## src/common/memCtrlPkg.sv

```systemverilog
package memCtrlPkg;

    // ####################
    // Command encoding
    // ####################

    typedef enum logic [2:0] {
        cmdNone           = 3'd0,
        cmdCopyExtToCache = 3'd1,
        cmdCopyCacheToExt = 3'd2,
        cmdReadSingle     = 3'd3,
        cmdWriteSingle    = 3'd4
    } memCmd;

    // ####################
    // Cache banks
    // ####################

    localparam int numCaches = 2;
    localparam int cacheIdWidth = 1;

    // Word address into one cache SRAM bank
    localparam int sramAddrWidth = 10;

    // ####################
    // External bus
    // ####################

    // Header word 1 holds the write flag in bit 31 above this address
    localparam int extAddrWidth = 30;
    localparam int dataWidth = 32;

    // Header word 2 carries the length in its low bits
    localparam int lenWidth = 8;

    // Fixed length of both copy commands
    localparam int blockWords = 32;

    // ####################
    // Status
    // ####################

    localparam int rqIdWidth = 4;

    // Wide enough to count a full block
    localparam int progressWidth = 6;

endpackage

```

## src/source/commandSequencer.sv

```systemverilog
module commandSequencer (
    input  logic clk,
    input  logic rst,

    input  memCtrlPkg::memCmd cmd,
    input  logic [memCtrlPkg::rqIdWidth-1:0] rqId,
    input  logic [memCtrlPkg::cacheIdWidth-1:0] cacheId,
    input  logic [memCtrlPkg::sramAddrWidth-1:0] sramAddr,
    input  logic [memCtrlPkg::extAddrWidth-1:0] extAddr,
    input  logic [memCtrlPkg::dataWidth-1:0] writeData,

    input  logic memBusy,
    input  logic cacheBusy,
    input  logic advance,
    input  logic [memCtrlPkg::dataWidth-1:0] memData,

    output logic memStart,
    output logic memWrite,
    output logic [memCtrlPkg::lenWidth-1:0] memLen,
    output logic [memCtrlPkg::extAddrWidth-1:0] memAddr,

    output logic cacheStart,
    output logic cacheWrite,
    output logic [memCtrlPkg::lenWidth-1:0] cacheLen,
    output logic [memCtrlPkg::cacheIdWidth-1:0] cacheSel,
    output logic [memCtrlPkg::sramAddrWidth-1:0] cacheAddr,

    output logic [memCtrlPkg::dataWidth-1:0] seqData,
    output logic useSeqData,

    output logic busy,
    output logic [memCtrlPkg::rqIdWidth-1:0] statRqId,
    output logic [memCtrlPkg::progressWidth-1:0] progress,
    output logic [memCtrlPkg::dataWidth-1:0] result,
    output logic resultValid
);

    import memCtrlPkg::*;

    typedef enum logic {
        stIdle,
        stXfer
    } seqState;

    seqState state;
    logic accept;
    logic isCopy;
    logic readCmd;

    // ####################
    // Command decode
    // ####################

    assign accept = (state == stIdle) && (cmd != cmdNone);
    assign isCopy = (cmd == cmdCopyExtToCache) || (cmd == cmdCopyCacheToExt);

    // Both interfaces start in the accept cycle so their busy is up by the next one
    assign memStart = accept;
    assign memWrite = (cmd == cmdCopyCacheToExt) || (cmd == cmdWriteSingle);
    assign memLen = isCopy ? lenWidth'(blockWords) : lenWidth'(1);
    assign memAddr = extAddr;

    assign cacheStart = accept && isCopy;
    assign cacheWrite = (cmd == cmdCopyExtToCache);
    assign cacheLen = lenWidth'(blockWords);
    assign cacheSel = cacheId;
    assign cacheAddr = sramAddr;

    assign busy = (state == stXfer);

    // ####################
    // Control state
    // ####################

    always_ff @(posedge clk) begin
        if (rst) begin
            state <= stIdle;
            progress <= '0;
            resultValid <= 1'b0;
            readCmd <= 1'b0;
            useSeqData <= 1'b0;
        end else begin
            resultValid <= 1'b0;
            case (state)
                stIdle: begin
                    if (accept) begin
                        state <= stXfer;
                        progress <= '0;
                        readCmd <= (cmd == cmdReadSingle);
                        useSeqData <= (cmd == cmdWriteSingle);
                    end
                end
                stXfer: begin
                    // Done once neither interface has words left
                    if (!memBusy && !cacheBusy) begin
                        state <= stIdle;
                    end
                    if (advance) begin
                        progress <= progress + 1'b1;
                        resultValid <= readCmd;
                    end
                end
            endcase
        end
    end

    // Tag, write word and read result
    always_ff @(posedge clk) begin
        if (accept) begin
            statRqId <= rqId;
            seqData <= writeData;
        end
        if (busy && advance && readCmd) begin
            result <= memData;
        end
    end

    cmdEncodingValid: assert property (@(posedge clk) disable iff (rst)
        cmd inside {cmdNone, cmdCopyExtToCache, cmdCopyCacheToExt, cmdReadSingle,
                    cmdWriteSingle});

endmodule

```

## src/cacheInterface/cacheInterface.sv

```systemverilog
module cacheInterface (
    input  logic clk,
    input  logic rst,

    input  logic cacheStart,
    input  logic cacheWrite,
    input  logic [memCtrlPkg::lenWidth-1:0] cacheLen,
    input  logic [memCtrlPkg::cacheIdWidth-1:0] cacheSel,
    input  logic [memCtrlPkg::sramAddrWidth-1:0] cacheAddr,
    output logic cacheBusy,

    input  logic advance,
    input  logic [memCtrlPkg::dataWidth-1:0] memData,
    output logic [memCtrlPkg::dataWidth-1:0] wrData,

    output logic cacheCe [memCtrlPkg::numCaches],
    output logic cacheWe [memCtrlPkg::numCaches],
    output logic [memCtrlPkg::sramAddrWidth-1:0] sramAddrOut [memCtrlPkg::numCaches],
    output logic [memCtrlPkg::dataWidth-1:0] cacheWrData [memCtrlPkg::numCaches],
    input  logic [memCtrlPkg::dataWidth-1:0] cacheRdData [memCtrlPkg::numCaches]
);

    import memCtrlPkg::*;

    logic writeMode;
    logic [cacheIdWidth-1:0] selReg;
    logic [sramAddrWidth-1:0] addrReg;
    logic [lenWidth-1:0] issueLeft;
    logic [lenWidth-1:0] wordsLeft;

    // Read-ahead buffer
    logic [dataWidth-1:0] buffer [2];
    logic wrPtr;
    logic rdPtr;
    logic [1:0] bufCount;
    logic rdPending;
    logic [1:0] inFlight;
    logic rdIssue;
    logic pop;

    // Word from the bus waiting for its SRAM write
    logic capture;
    logic wrPending;
    logic [dataWidth-1:0] wrWord;

    logic sramAccess;
    logic [numCaches-1:0] ceLow;

    assign cacheBusy = (wordsLeft != '0);

    // Buffered words plus the read still in the SRAM
    assign inFlight = bufCount + {1'b0, rdPending};
    assign pop = cacheBusy && !writeMode && advance;
    assign rdIssue = (issueLeft != '0) && ((inFlight < 2'd2) || pop);
    assign wrData = buffer[rdPtr];

    assign capture = cacheBusy && writeMode && advance;
    assign sramAccess = rdIssue || wrPending;

    // ####################
    // Bank steering
    // ####################

    always_comb begin
        for (int i = 0; i < numCaches; i++) begin
            ceLow[i] = sramAccess && (selReg == cacheIdWidth'(i));
            cacheCe[i] = !ceLow[i];
            cacheWe[i] = !(ceLow[i] && wrPending);
            sramAddrOut[i] = addrReg;
            cacheWrData[i] = wrWord;
        end
    end

    // ####################
    // Control state
    // ####################

    always_ff @(posedge clk) begin
        if (rst) begin
            writeMode <= 1'b0;
            issueLeft <= '0;
            wordsLeft <= '0;
            wrPtr <= 1'b0;
            rdPtr <= 1'b0;
            bufCount <= '0;
            rdPending <= 1'b0;
            wrPending <= 1'b0;
        end else begin
            rdPending <= rdIssue;
            wrPending <= capture;
            if (cacheStart) begin
                writeMode <= cacheWrite;
                issueLeft <= cacheWrite ? '0 : cacheLen;
                wordsLeft <= cacheLen;
                wrPtr <= 1'b0;
                rdPtr <= 1'b0;
                bufCount <= '0;
            end else begin
                if (rdIssue) begin
                    issueLeft <= issueLeft - 1'b1;
                end
                // Last word is the final pop or the final SRAM write
                if (pop || wrPending) begin
                    wordsLeft <= wordsLeft - 1'b1;
                end
                if (rdPending) begin
                    wrPtr <= !wrPtr;
                end
                if (pop) begin
                    rdPtr <= !rdPtr;
                end
                bufCount <= bufCount + {1'b0, rdPending} - {1'b0, pop};
            end
        end
    end

    always_ff @(posedge clk) begin
        if (cacheStart) begin
            selReg <= cacheSel;
            addrReg <= cacheAddr;
        end else if (sramAccess) begin
            addrReg <= addrReg + 1'b1;
        end
        // SRAM data is valid one cycle after the read
        if (rdPending) begin
            buffer[wrPtr] <= cacheRdData[selReg];
        end
        if (capture) begin
            wrWord <= memData;
        end
    end

    noPopWhenEmpty: assert property (@(posedge clk) disable iff (rst)
        pop |-> (bufCount != 2'd0));

    // A bank is only touched while words of the block are left
    bankEnableWhileBusy: assert property (@(posedge clk) disable iff (rst)
        (ceLow != '0) |-> cacheBusy);

endmodule

```

## src/memoryInterface/memoryInterface.sv

```systemverilog
module memoryInterface (
    input  logic clk,
    input  logic rst,

    input  logic memStart,
    input  logic memWrite,
    input  logic [memCtrlPkg::lenWidth-1:0] memLen,
    input  logic [memCtrlPkg::extAddrWidth-1:0] memAddr,
    output logic memBusy,

    output logic advance,
    input  logic [memCtrlPkg::dataWidth-1:0] wrData,
    output logic [memCtrlPkg::dataWidth-1:0] memData,

    output logic extEn,
    output logic extOen,
    output logic [memCtrlPkg::dataWidth-1:0] extBusOut,
    input  logic extStall,
    input  logic [memCtrlPkg::dataWidth-1:0] extBusIn
);

    import memCtrlPkg::*;

    typedef enum logic [1:0] {
        phIdle,
        phHeader,
        phData
    } busPhase;

    busPhase phase;
    logic secondHeader;
    logic isWrite;
    logic [extAddrWidth-1:0] addrReg;
    logic [lenWidth-1:0] remaining;

    assign memBusy = (phase != phIdle);
    assign extEn = memBusy;

    // Bus is driven for both header words and for write data
    assign extOen = (phase == phHeader) || ((phase == phData) && isWrite);

    // A data word moves in every unstalled data cycle
    assign advance = (phase == phData) && !extStall;
    assign memData = extBusIn;

    // ####################
    // Bus word select
    // ####################

    always_comb begin
        if ((phase == phHeader) && !secondHeader) begin
            extBusOut = {isWrite, 1'b0, addrReg};
        end else if (phase == phHeader) begin
            extBusOut = {{(dataWidth - lenWidth){1'b0}}, remaining};
        end else begin
            extBusOut = wrData;
        end
    end

    // ####################
    // Phase sequencing
    // ####################

    always_ff @(posedge clk) begin
        if (rst) begin
            phase <= phIdle;
            secondHeader <= 1'b0;
            remaining <= '0;
        end else begin
            case (phase)
                phIdle: begin
                    if (memStart) begin
                        phase <= phHeader;
                        secondHeader <= 1'b0;
                        remaining <= memLen;
                    end
                end
                phHeader: begin
                    if (!extStall) begin
                        secondHeader <= 1'b1;
                        if (secondHeader) begin
                            phase <= phData;
                        end
                    end
                end
                phData: begin
                    if (advance) begin
                        remaining <= remaining - 1'b1;
                        if (remaining == lenWidth'(1)) begin
                            phase <= phIdle;
                        end
                    end
                end
                default: begin
                    phase <= phIdle;
                end
            endcase
        end
    end

    // Header fields held for the whole transaction
    always_ff @(posedge clk) begin
        if (memStart) begin
            isWrite <= memWrite;
            addrReg <= memAddr;
        end
    end

    noStartWhileBusy: assert property (@(posedge clk) disable iff (rst)
        memStart |-> !memBusy);

endmodule

```

## src/source/memoryController.sv

```systemverilog
module memoryController (
    input  logic clk,
    input  logic rst,

    input  memCtrlPkg::memCmd cmd,
    input  logic [memCtrlPkg::rqIdWidth-1:0] rqId,
    input  logic [memCtrlPkg::cacheIdWidth-1:0] cacheId,
    input  logic [memCtrlPkg::sramAddrWidth-1:0] sramAddr,
    input  logic [memCtrlPkg::extAddrWidth-1:0] extAddr,
    input  logic [memCtrlPkg::dataWidth-1:0] writeData,

    output logic busy,
    output logic [memCtrlPkg::rqIdWidth-1:0] statRqId,
    output logic [memCtrlPkg::progressWidth-1:0] progress,
    output logic [memCtrlPkg::dataWidth-1:0] result,
    output logic resultValid,

    output logic cacheCe [memCtrlPkg::numCaches],
    output logic cacheWe [memCtrlPkg::numCaches],
    output logic [memCtrlPkg::sramAddrWidth-1:0] cacheAddr [memCtrlPkg::numCaches],
    output logic [memCtrlPkg::dataWidth-1:0] cacheWrData [memCtrlPkg::numCaches],
    input  logic [memCtrlPkg::dataWidth-1:0] cacheRdData [memCtrlPkg::numCaches],

    output logic extEn,
    output logic extOen,
    output logic [memCtrlPkg::dataWidth-1:0] extBusOut,
    input  logic extStall,
    input  logic [memCtrlPkg::dataWidth-1:0] extBusIn
);

    import memCtrlPkg::*;

    logic memStart;
    logic memWrite;
    logic [lenWidth-1:0] memLen;
    logic [extAddrWidth-1:0] memAddr;
    logic memBusy;

    logic cacheStart;
    logic cacheWrite;
    logic [lenWidth-1:0] cacheLen;
    logic [cacheIdWidth-1:0] cacheSel;
    logic [sramAddrWidth-1:0] cacheStartAddr;
    logic cacheBusy;

    logic advance;
    logic [dataWidth-1:0] memData;
    logic [dataWidth-1:0] seqData;
    logic useSeqData;
    logic [dataWidth-1:0] cacheOutData;
    logic [dataWidth-1:0] wrData;

    // Single writes take their word from the sequencer, copies from the buffer
    assign wrData = useSeqData ? seqData : cacheOutData;

    commandSequencer sequencer_i (
        .clk(clk),
        .rst(rst),
        .cmd(cmd),
        .rqId(rqId),
        .cacheId(cacheId),
        .sramAddr(sramAddr),
        .extAddr(extAddr),
        .writeData(writeData),
        .memBusy(memBusy),
        .cacheBusy(cacheBusy),
        .advance(advance),
        .memData(memData),
        .memStart(memStart),
        .memWrite(memWrite),
        .memLen(memLen),
        .memAddr(memAddr),
        .cacheStart(cacheStart),
        .cacheWrite(cacheWrite),
        .cacheLen(cacheLen),
        .cacheSel(cacheSel),
        .cacheAddr(cacheStartAddr),
        .seqData(seqData),
        .useSeqData(useSeqData),
        .busy(busy),
        .statRqId(statRqId),
        .progress(progress),
        .result(result),
        .resultValid(resultValid)
    );

    cacheInterface cacheIf_i (
        .clk(clk),
        .rst(rst),
        .cacheStart(cacheStart),
        .cacheWrite(cacheWrite),
        .cacheLen(cacheLen),
        .cacheSel(cacheSel),
        .cacheAddr(cacheStartAddr),
        .cacheBusy(cacheBusy),
        .advance(advance),
        .memData(memData),
        .wrData(cacheOutData),
        .cacheCe(cacheCe),
        .cacheWe(cacheWe),
        .sramAddrOut(cacheAddr),
        .cacheWrData(cacheWrData),
        .cacheRdData(cacheRdData)
    );

    memoryInterface memIf_i (
        .clk(clk),
        .rst(rst),
        .memStart(memStart),
        .memWrite(memWrite),
        .memLen(memLen),
        .memAddr(memAddr),
        .memBusy(memBusy),
        .advance(advance),
        .wrData(wrData),
        .memData(memData),
        .extEn(extEn),
        .extOen(extOen),
        .extBusOut(extBusOut),
        .extStall(extStall),
        .extBusIn(extBusIn)
    );

endmodule

```

## config.mk

```make
export PLATFORM = sky130hd
export DESIGN_NAME = memoryController
export DESIGN_NICKNAME = d
export VERILOG_FILES = /design/src/common/memCtrlPkg.sv /design/src/source/commandSequencer.sv /design/src/cacheInterface/cacheInterface.sv /design/src/memoryInterface/memoryInterface.sv /design/src/source/memoryController.sv
export SDC_FILE = /design/constraint.sdc
export NUM_CORES = 1
export LEC_CHECK = 0
export BUFFER_PORTS_ARGS = -buffer_cell sky130_fd_sc_hd__buf_4
export CAP_MARGIN = 10
export CELL_PAD_IN_SITES_DETAIL_PLACEMENT = 0
export CELL_PAD_IN_SITES_GLOBAL_PLACEMENT = 1
export CORE_MARGIN = 2
export CORE_UTILIZATION = 41
export CTS_BUF_LIST = sky130_fd_sc_hd__clkbuf_4
export CTS_CLUSTER_DIAMETER = 50
export DETAILED_ROUTE_END_ITERATION = 16
export GPL_TIMING_DRIVEN = 1
export PLACE_DENSITY_LB_ADDON = 0.1
export REMOVE_ABC_BUFFERS = 1
export SKIP_LAST_GASP = 1
export SYNTH_ARGS = -nofsm -noshare
export SYNTH_HDL_FRONTEND = slang
export SYNTH_SLANG_ARGS = --single-unit
```

## constraint.sdc

```tcl
create_clock -name clk -period 3.1 [get_ports clk]
set_input_delay 0.155 -clock clk [delete_from_list [all_inputs] [get_ports clk]]
set_output_delay 0.155 -clock clk [all_outputs]
set_load 0.005 [all_outputs]
```

==> flow_summary.toml, run 1 <==
[run_status]
status = "finished, final reports clean"

[critical_path]
critPathMaxFanout = 16
worst_r2r_path_depth = 4
reg2reg_to = "cacheIf_i.addrReg[4]"
reg2reg_slack_ns = 0.78
cp-end-kind = "output pin"
path_cells = "or3b_4 -> a211o_4 -> a21o_1 -> a21o_1 -> buf_4"
cp.required_ns = 2.94
path_class = "flop to output pin"
crit_path_frequent_cell = "a21o_1"
start_kind = "flop"
cpPeakStageDelay_ns = 0.56
cp_slowest_cell = "dfxtp_1"
r2r_start = "memIf_i.phase[1]"
arrival_ns = 2.61

[power_and_ir_drop]
finalPower_mw = 9.849
leakage_nw = 6.447
power_density_nw_per_um2 = 613.9
peakVddDrop_uv = 312.9

[clocking]
numCtsBuffers = 69
cts_tree = "yes"
htree_levels = 3
cts-resized-gates = 0
clk_latency_ns = 0.65
clock_sinks = 251
clk_pin_slew_worst_paths_ns = 0.07
cts_root_buffer = "clkbuf_4"
cts.path.max_buffers = 3

[die]
fp.dieArea_sq_um = 27300
die_y_um = 165.2
std_cell_rows = 59
io_pins = 345
die_w_um = 165.2
start_util_pct = 41.37
core-area_sq_um = 25760

[synth]
synth-edff-count = 206
yosys-top-cells-count = "edfxtp_1 (206), nor2_1 (63), a21oi_1 (52), mux2i_1 (52), o21ai_0 (50)"
yosysTopAreaCell = "edfxtp_1"
yosys_warnings = 0
async_flop_share_pct = 0
yosysMostFrequentCell = "edfxtp_1"
syn-cell-area_sq_um = 10660
synth_area_leaders = "edfxtp_1 (58%), dfxtp_1 (8.5%), mux2i_1 (4.9%)"
seq_area_frac_synth_pct = 66.49
synth.avg_cell_area_sq_um = 13.34
syn_inst = 799
yosysUniqueCellTypes = 56
synth_top_area_share_pct = 58.04
ys_ff_latch = 251
synth-main-ff-cell = "edfxtp_1"

[placed_design]
place_area_sq_um = 13280
post-dp-hpwl_mm = 18.02
gp_congestion = 0.7823
portBuffers = 344

[global_routing]
grt_antenna_before_repair = 1
grt_pass1_vias = 8228
grt_pass1_wl_mm = 41.70
grt_usage_pct = 19.86
grt_max_degree = 65
gr-total-overflow = 0

[worst_hold_path]
hold_depth = 2
min_to = "memIf_i.addrReg[29]"
hold_path.class = "input port to flop"
worstHoldStart = "extAddr[29]"

[finish]
fin_nets = 1510
design_area_sq_um = 16040
area_delta_synth_final_pct = 50.52
drive_above_1_share_pct = 37.76

[job]
maxCapViolCount = 0

[sta]
slew_violations = 0
min_period_over_period_pct = 89.17
finalHoldViolCount = 0
min_period_ns = 2.764
tightestPinTransition_ns = 0.8363
rsz0062_at_grt = "false"
fmax_mhz = 361.8
relSlewSlack_pct = 44.25
tns_ns = 0
setup_viol = 0
hold_slack_ns = 0.2183
fin_skew_ns = 0.03849

[drt]
drt_iter0_drc = 345
wire_per_inst_um = 16.31
dr.pass1.iters = 4
viasPerCell = 4.785
drc = 0
dr_total_vias = 8164
routed_wl_mm = 27.82
ant_nets = 0
-- worst max-delay path by stage --
stage,startpoint,end,slack (ns)
floorplan,memIf_i.phase[0],extBusOut[10],0.20
global placement,memIf_i.phase[1],cacheIf_i.addrReg[6],0.79
detailed placement,memIf_i.phase[1],cacheIf_i.addrReg[6],0.76
CTS,memIf_i.phase[1],cacheCe[1],0.27
global route,memIf_i.phase[1],cacheCe[1],0.17
finish,memIf_i.phase[1],cacheCe[1],0.34
-- cells in the final DEF (no fill, tap or decap), types with 3 or more instances in the layout --
cell and n:
or2_2 4, clkbuf_4 106, xnor2_1 8, inv_1 14, dfxtp_1 43, nor2_1 63
nand2b_1 12, o21ai_0 50, o31ai_1 3, or4_1 4, a211oi_1 14, buf_4 355
xor2_1 7, a21o_1 4, nor3_1 10, ha_1 10, nand2_1 34, nand3_1 6
nand3b_1 25, a21oi_1 52, dlygate4sd3_1 180, mux2i_1 52, or3_1 7, bufinv_16 4
nor4_1 6, nand4_1 5, mux2_2 33, edfxtp_1 206, and3_1 6, clkinv_1 7
-- report_power, final --
part           internal [mW]  leakage (nW)  switching [mW]
Combinational           1.13          3.57            1.03
Clock                   1.88         0.566            1.32
Sequential              4.23          2.31           0.256
-- timing repair --
item / 4_1_cts / 5_1_grt
setup buffers: 0 / 0
hold buffers: 180 / 0
endpoints found under the hold margin: 225 / 0
setup endpoints to repair: 0 / 0
-- worst max-delay path, delay by kind of cell (launching register included) --
family                 cells  cell delay [ns]
AO/OA/AOI/OAI              3             0.82
buffers and inverters      1             0.13
flip-flops                 1             0.56
AND/OR/NAND/NOR            1             0.46
-- registers in the layout (all words and copies together) (netlist names), 2 cells and up, named ones only --
name                  flops
cacheIf_i.addrReg        10
cacheIf_i.bufCount        2
cacheIf_i.buffer         64
cacheIf_i.issueLeft       8
cacheIf_i.wordsLeft       8
cacheIf_i.wrWord         32
memIf_i.addrReg          30
memIf_i.phase             2
memIf_i.remaining         8
sequencer_i.progress      6
sequencer_i.result       32
sequencer_i.seqData      32
sequencer_i.statRqId      4
-- kinds of logic after synthesis --
group                      after synthesis  share of synthesized area, %
AOI/OAI and AO/OA                      142                         7.889
xor gates and xnor gates                15                         1.233
adders and majority gates               10                         1.174
buffers and inverters                  101                         5.271
DFF                                    251                         66.49
muxes                                   85                         8.371
and+or+nand+nor                        195                         9.568
-- stage by stage --
step | utilization [%] | cells | setup slack (ns)
4_1_cts | 62.25 | 1704 | 0.2661
2_1_floorplan | - | 714 | 0.2000
5_1_grt | 62.27 | 1706 | 0.1679
3_3_place_gp | 51.54 | 1405 | 0.7892
6_report | 62.27 | 1706 | 0.3357
3_5_place_dp | 51.54 | 1405 | 0.7576
-- per-layer routing --
layer | up-vias | GRT usage (%) | wire, um
li1 | 4013 | - | -
met1 | 3873 | 23.27 | 11060
met3 | 46 | 4.720 | 1693
met5 | - | 0 | 0
met4 | 0 | 7.352 | 531
met2 | 232 | 35.38 | 14540
-- area by class of cell --
cell class                      instances  area [sq um]
Multi-Input combinational cell        447          3025
Antenna cell                            2         5.005
Sequential cell                       251          7089
Clock buffer                          106         795.8
Timing Repair Buffer                  536          4487
Tap cell                              335         419.2
Inverter                               16         60.06
Clock inverter                         13         160.2
Fill cell                            2119          9722
No activity file was read; power rests on OpenSTA's default activity.
==> run 2, diff against run 1 <==
==> constraint.sdc (replaced) <==
create_clock -name clk -period 3.1 [get_ports clk]
set_input_delay 0.62 -clock clk [delete_from_list [all_inputs] [get_ports clk]]
set_output_delay 0.62 -clock clk [all_outputs]
set_load 0.005 [all_outputs]
==> run 2 against run 1 <==
Against the previous run: first-iteration DRC count increased by 9.0%; die area unchanged; critical path type unchanged; total power fell by 2.7%; flip-flop and latch count stayed put; cell count decreased by 11%; critical endpoint is now cacheCe[0]; critical path depth up 2; core utilization shrank 6.9 points; fmax shrank 5.4%; non-clock buffer count down 176; register-to-register slack improved by 0.05 ns; largest power group unchanged.
==> flow_summary.toml, run 2 (synthesis results as in run 1) <==
[run_status]
status = "finished, final reports clean"

[placed_design]
place_area_sq_um = 13300
post-dp-hpwl_mm = 18.08
portBuffers = 344
gp_congestion = 0.8260
dp_slack_ns = 0.3881

[clocking]
cts.path.max_buffers = 3
clock_sinks = 251
cts_tree = "yes"
hold_buffers = 0
clk_latency_ns = 0.63
clk_pin_slew_worst_paths_ns = 0.06
htree_levels = 3
cts_root_buffer = "clkbuf_4"
numCtsBuffers = 66

[die]
die_y_um = 165.2
core-area_sq_um = 25760
fp.dieArea_sq_um = 27300
std_cell_rows = 59
start_util_pct = 41.37
die_w_um = 165.2
io_pins = 345

[sta]
finalHoldViolCount = 0
relSlewSlack_pct = 41.48
slew_violations = 0
rsz0062_at_grt = "false"
fmax_mhz = 342.3
fin_ws_ns = 0.1785
fin_skew_ns = 0.03326
min_period_ns = 2.921
tightestPinTransition_ns = 0.8778
hold_slack_ns = 0.1523
setup_viol = 0
min_period_over_period_pct = 94.24

[finish]
final_common_cell = "buf_4"
mostFrequentLayoutCells = "buf_4 (357), edfxtp_1 (206), clkbuf_4 (107), nor2_1 (62)"
regMostFlops = "cacheIf_i.buffer"
design_area_sq_um = 14270
fin_nets = 1331
n_fill_cell = 2243
seq_area_sq_um = 7094
multi_input_area_sq_um = 3039
area_delta_synth_final_pct = 33.93
drive_above_1_share_pct = 44.07
largest_reg_flops = 64

[drt]
drc = 0
dr_total_vias = 7456
wire_per_inst_um = 17.22
drt_iter0_drc = 376
dr.pass1.iters = 4
routed_wl_mm = 26.28
ant_nets = 0
viasPerCell = 4.886

[critical_path]
cp-end-kind = "output pin"
start_kind = "flop"
reg2reg_slack_ns = 0.83
path_class = "flop to output pin"
reg2reg_to = "cacheIf_i.addrReg[0]"
critPathMaxFanout = 5
worst_r2r_path_depth = 6
r2r_start = "cacheIf_i.issueLeft[0]"
arrival_ns = 2.30
cp.required_ns = 2.48

[global_routing]
gr-total-overflow = 0
grt_usage_pct = 18.58
grt_antenna_before_repair = 1
grt_pass1_wl_mm = 38.60
grt_max_degree = 65
grt_pass1_vias = 7259

[worst_hold_path]
min_to = "sequencer_i.seqData[9]"
hold_depth = 1
hold_path.class = "input port to flop"
worstHoldStart = "writeData[9]"

[power_and_ir_drop]
leakage_nw = 5.695
power_density_nw_per_um2 = 671.2
peakVddDrop_uv = 351.3

[job]
maxCapViolCount = 0
[run 2: final cells by class]
class	count	area share, %
Antenna cell	2	0.03506
Clock inverter	8	0.7889
Tap cell	335	2.937
Multi-Input combinational cell	447	21.29
Timing Repair Buffer	360	19.20
Sequential cell	251	49.70
Clock buffer	107	5.628
Inverter	16	0.4208
[run 2: worst max-delay path by stage]
stage,from,to,slack (ns),cells after the start
global route,cacheIf_i.issueLeft[0],cacheCe[1],0.04,7
floorplan,memIf_i.phase[0],extBusOut[10],-0.26,2
detailed placement,extStall,cacheCe[1],0.39,6
finish,cacheIf_i.issueLeft[0],cacheCe[0],0.18,7
CTS,memIf_i.phase[0],cacheCe[1],0.007,5
global placement,extStall,cacheCe[1],0.40,6
[run 2: metrics by stage]
step	cells	utilization, %	TNS (ns)	total power, mW
2_1_floorplan	714	-	-7.684	5.546
3_5_place_dp	1405	51.64	0	6.562
4_1_cts	1520	55.22	0	9.721
5_1_grt	1526	55.40	0	10.17
6_report	1526	55.40	0	9.581
3_3_place_gp	1405	51.64	0	6.535
[run 2: where the power goes]
| group | leakage [nW] | switching [mW] | internal, mW | total (mW) |
|---|---|---|---|---|
| sequential | 2.32 | 0.257 | 4.23 | 4.48 |
| clock | 0.544 | 1.29 | 1.80 | 3.09 |
| combinational | 2.84 | 1.02 | 0.988 | 2.01 |
| total | 5.70 | 2.57 | 7.02 | 9.58 |
[run 2: worst max-delay path, stage by stage (launching register included)]
cell and delay (ns):
dfxtp_1 0.34, inv_1 0.10, ha_1 0.16, or3b_2 0.50, nor2_4 0.17, a21oi_1 0.08
o21ai_0 0.19, buf_4 0.14
[run 2: layer usage]
layer  share of wire, %  vias to the layer above  global-route usage, %
met3                6.6                       39                  4.396
met2                 51                      223                  31.86
met4                2.2                        0                  7.549
met5                  0                        -                      0
met1                 40                     3534                  22.60
li1                   -                     3660                      -
[run 2: timing repair]
action,CTS,global route
endpoints found under the hold margin,0,0
pin swaps,0,1
gates resized for setup,3,3
setup buffers,0,4
endpoints found under the setup margin,2,2
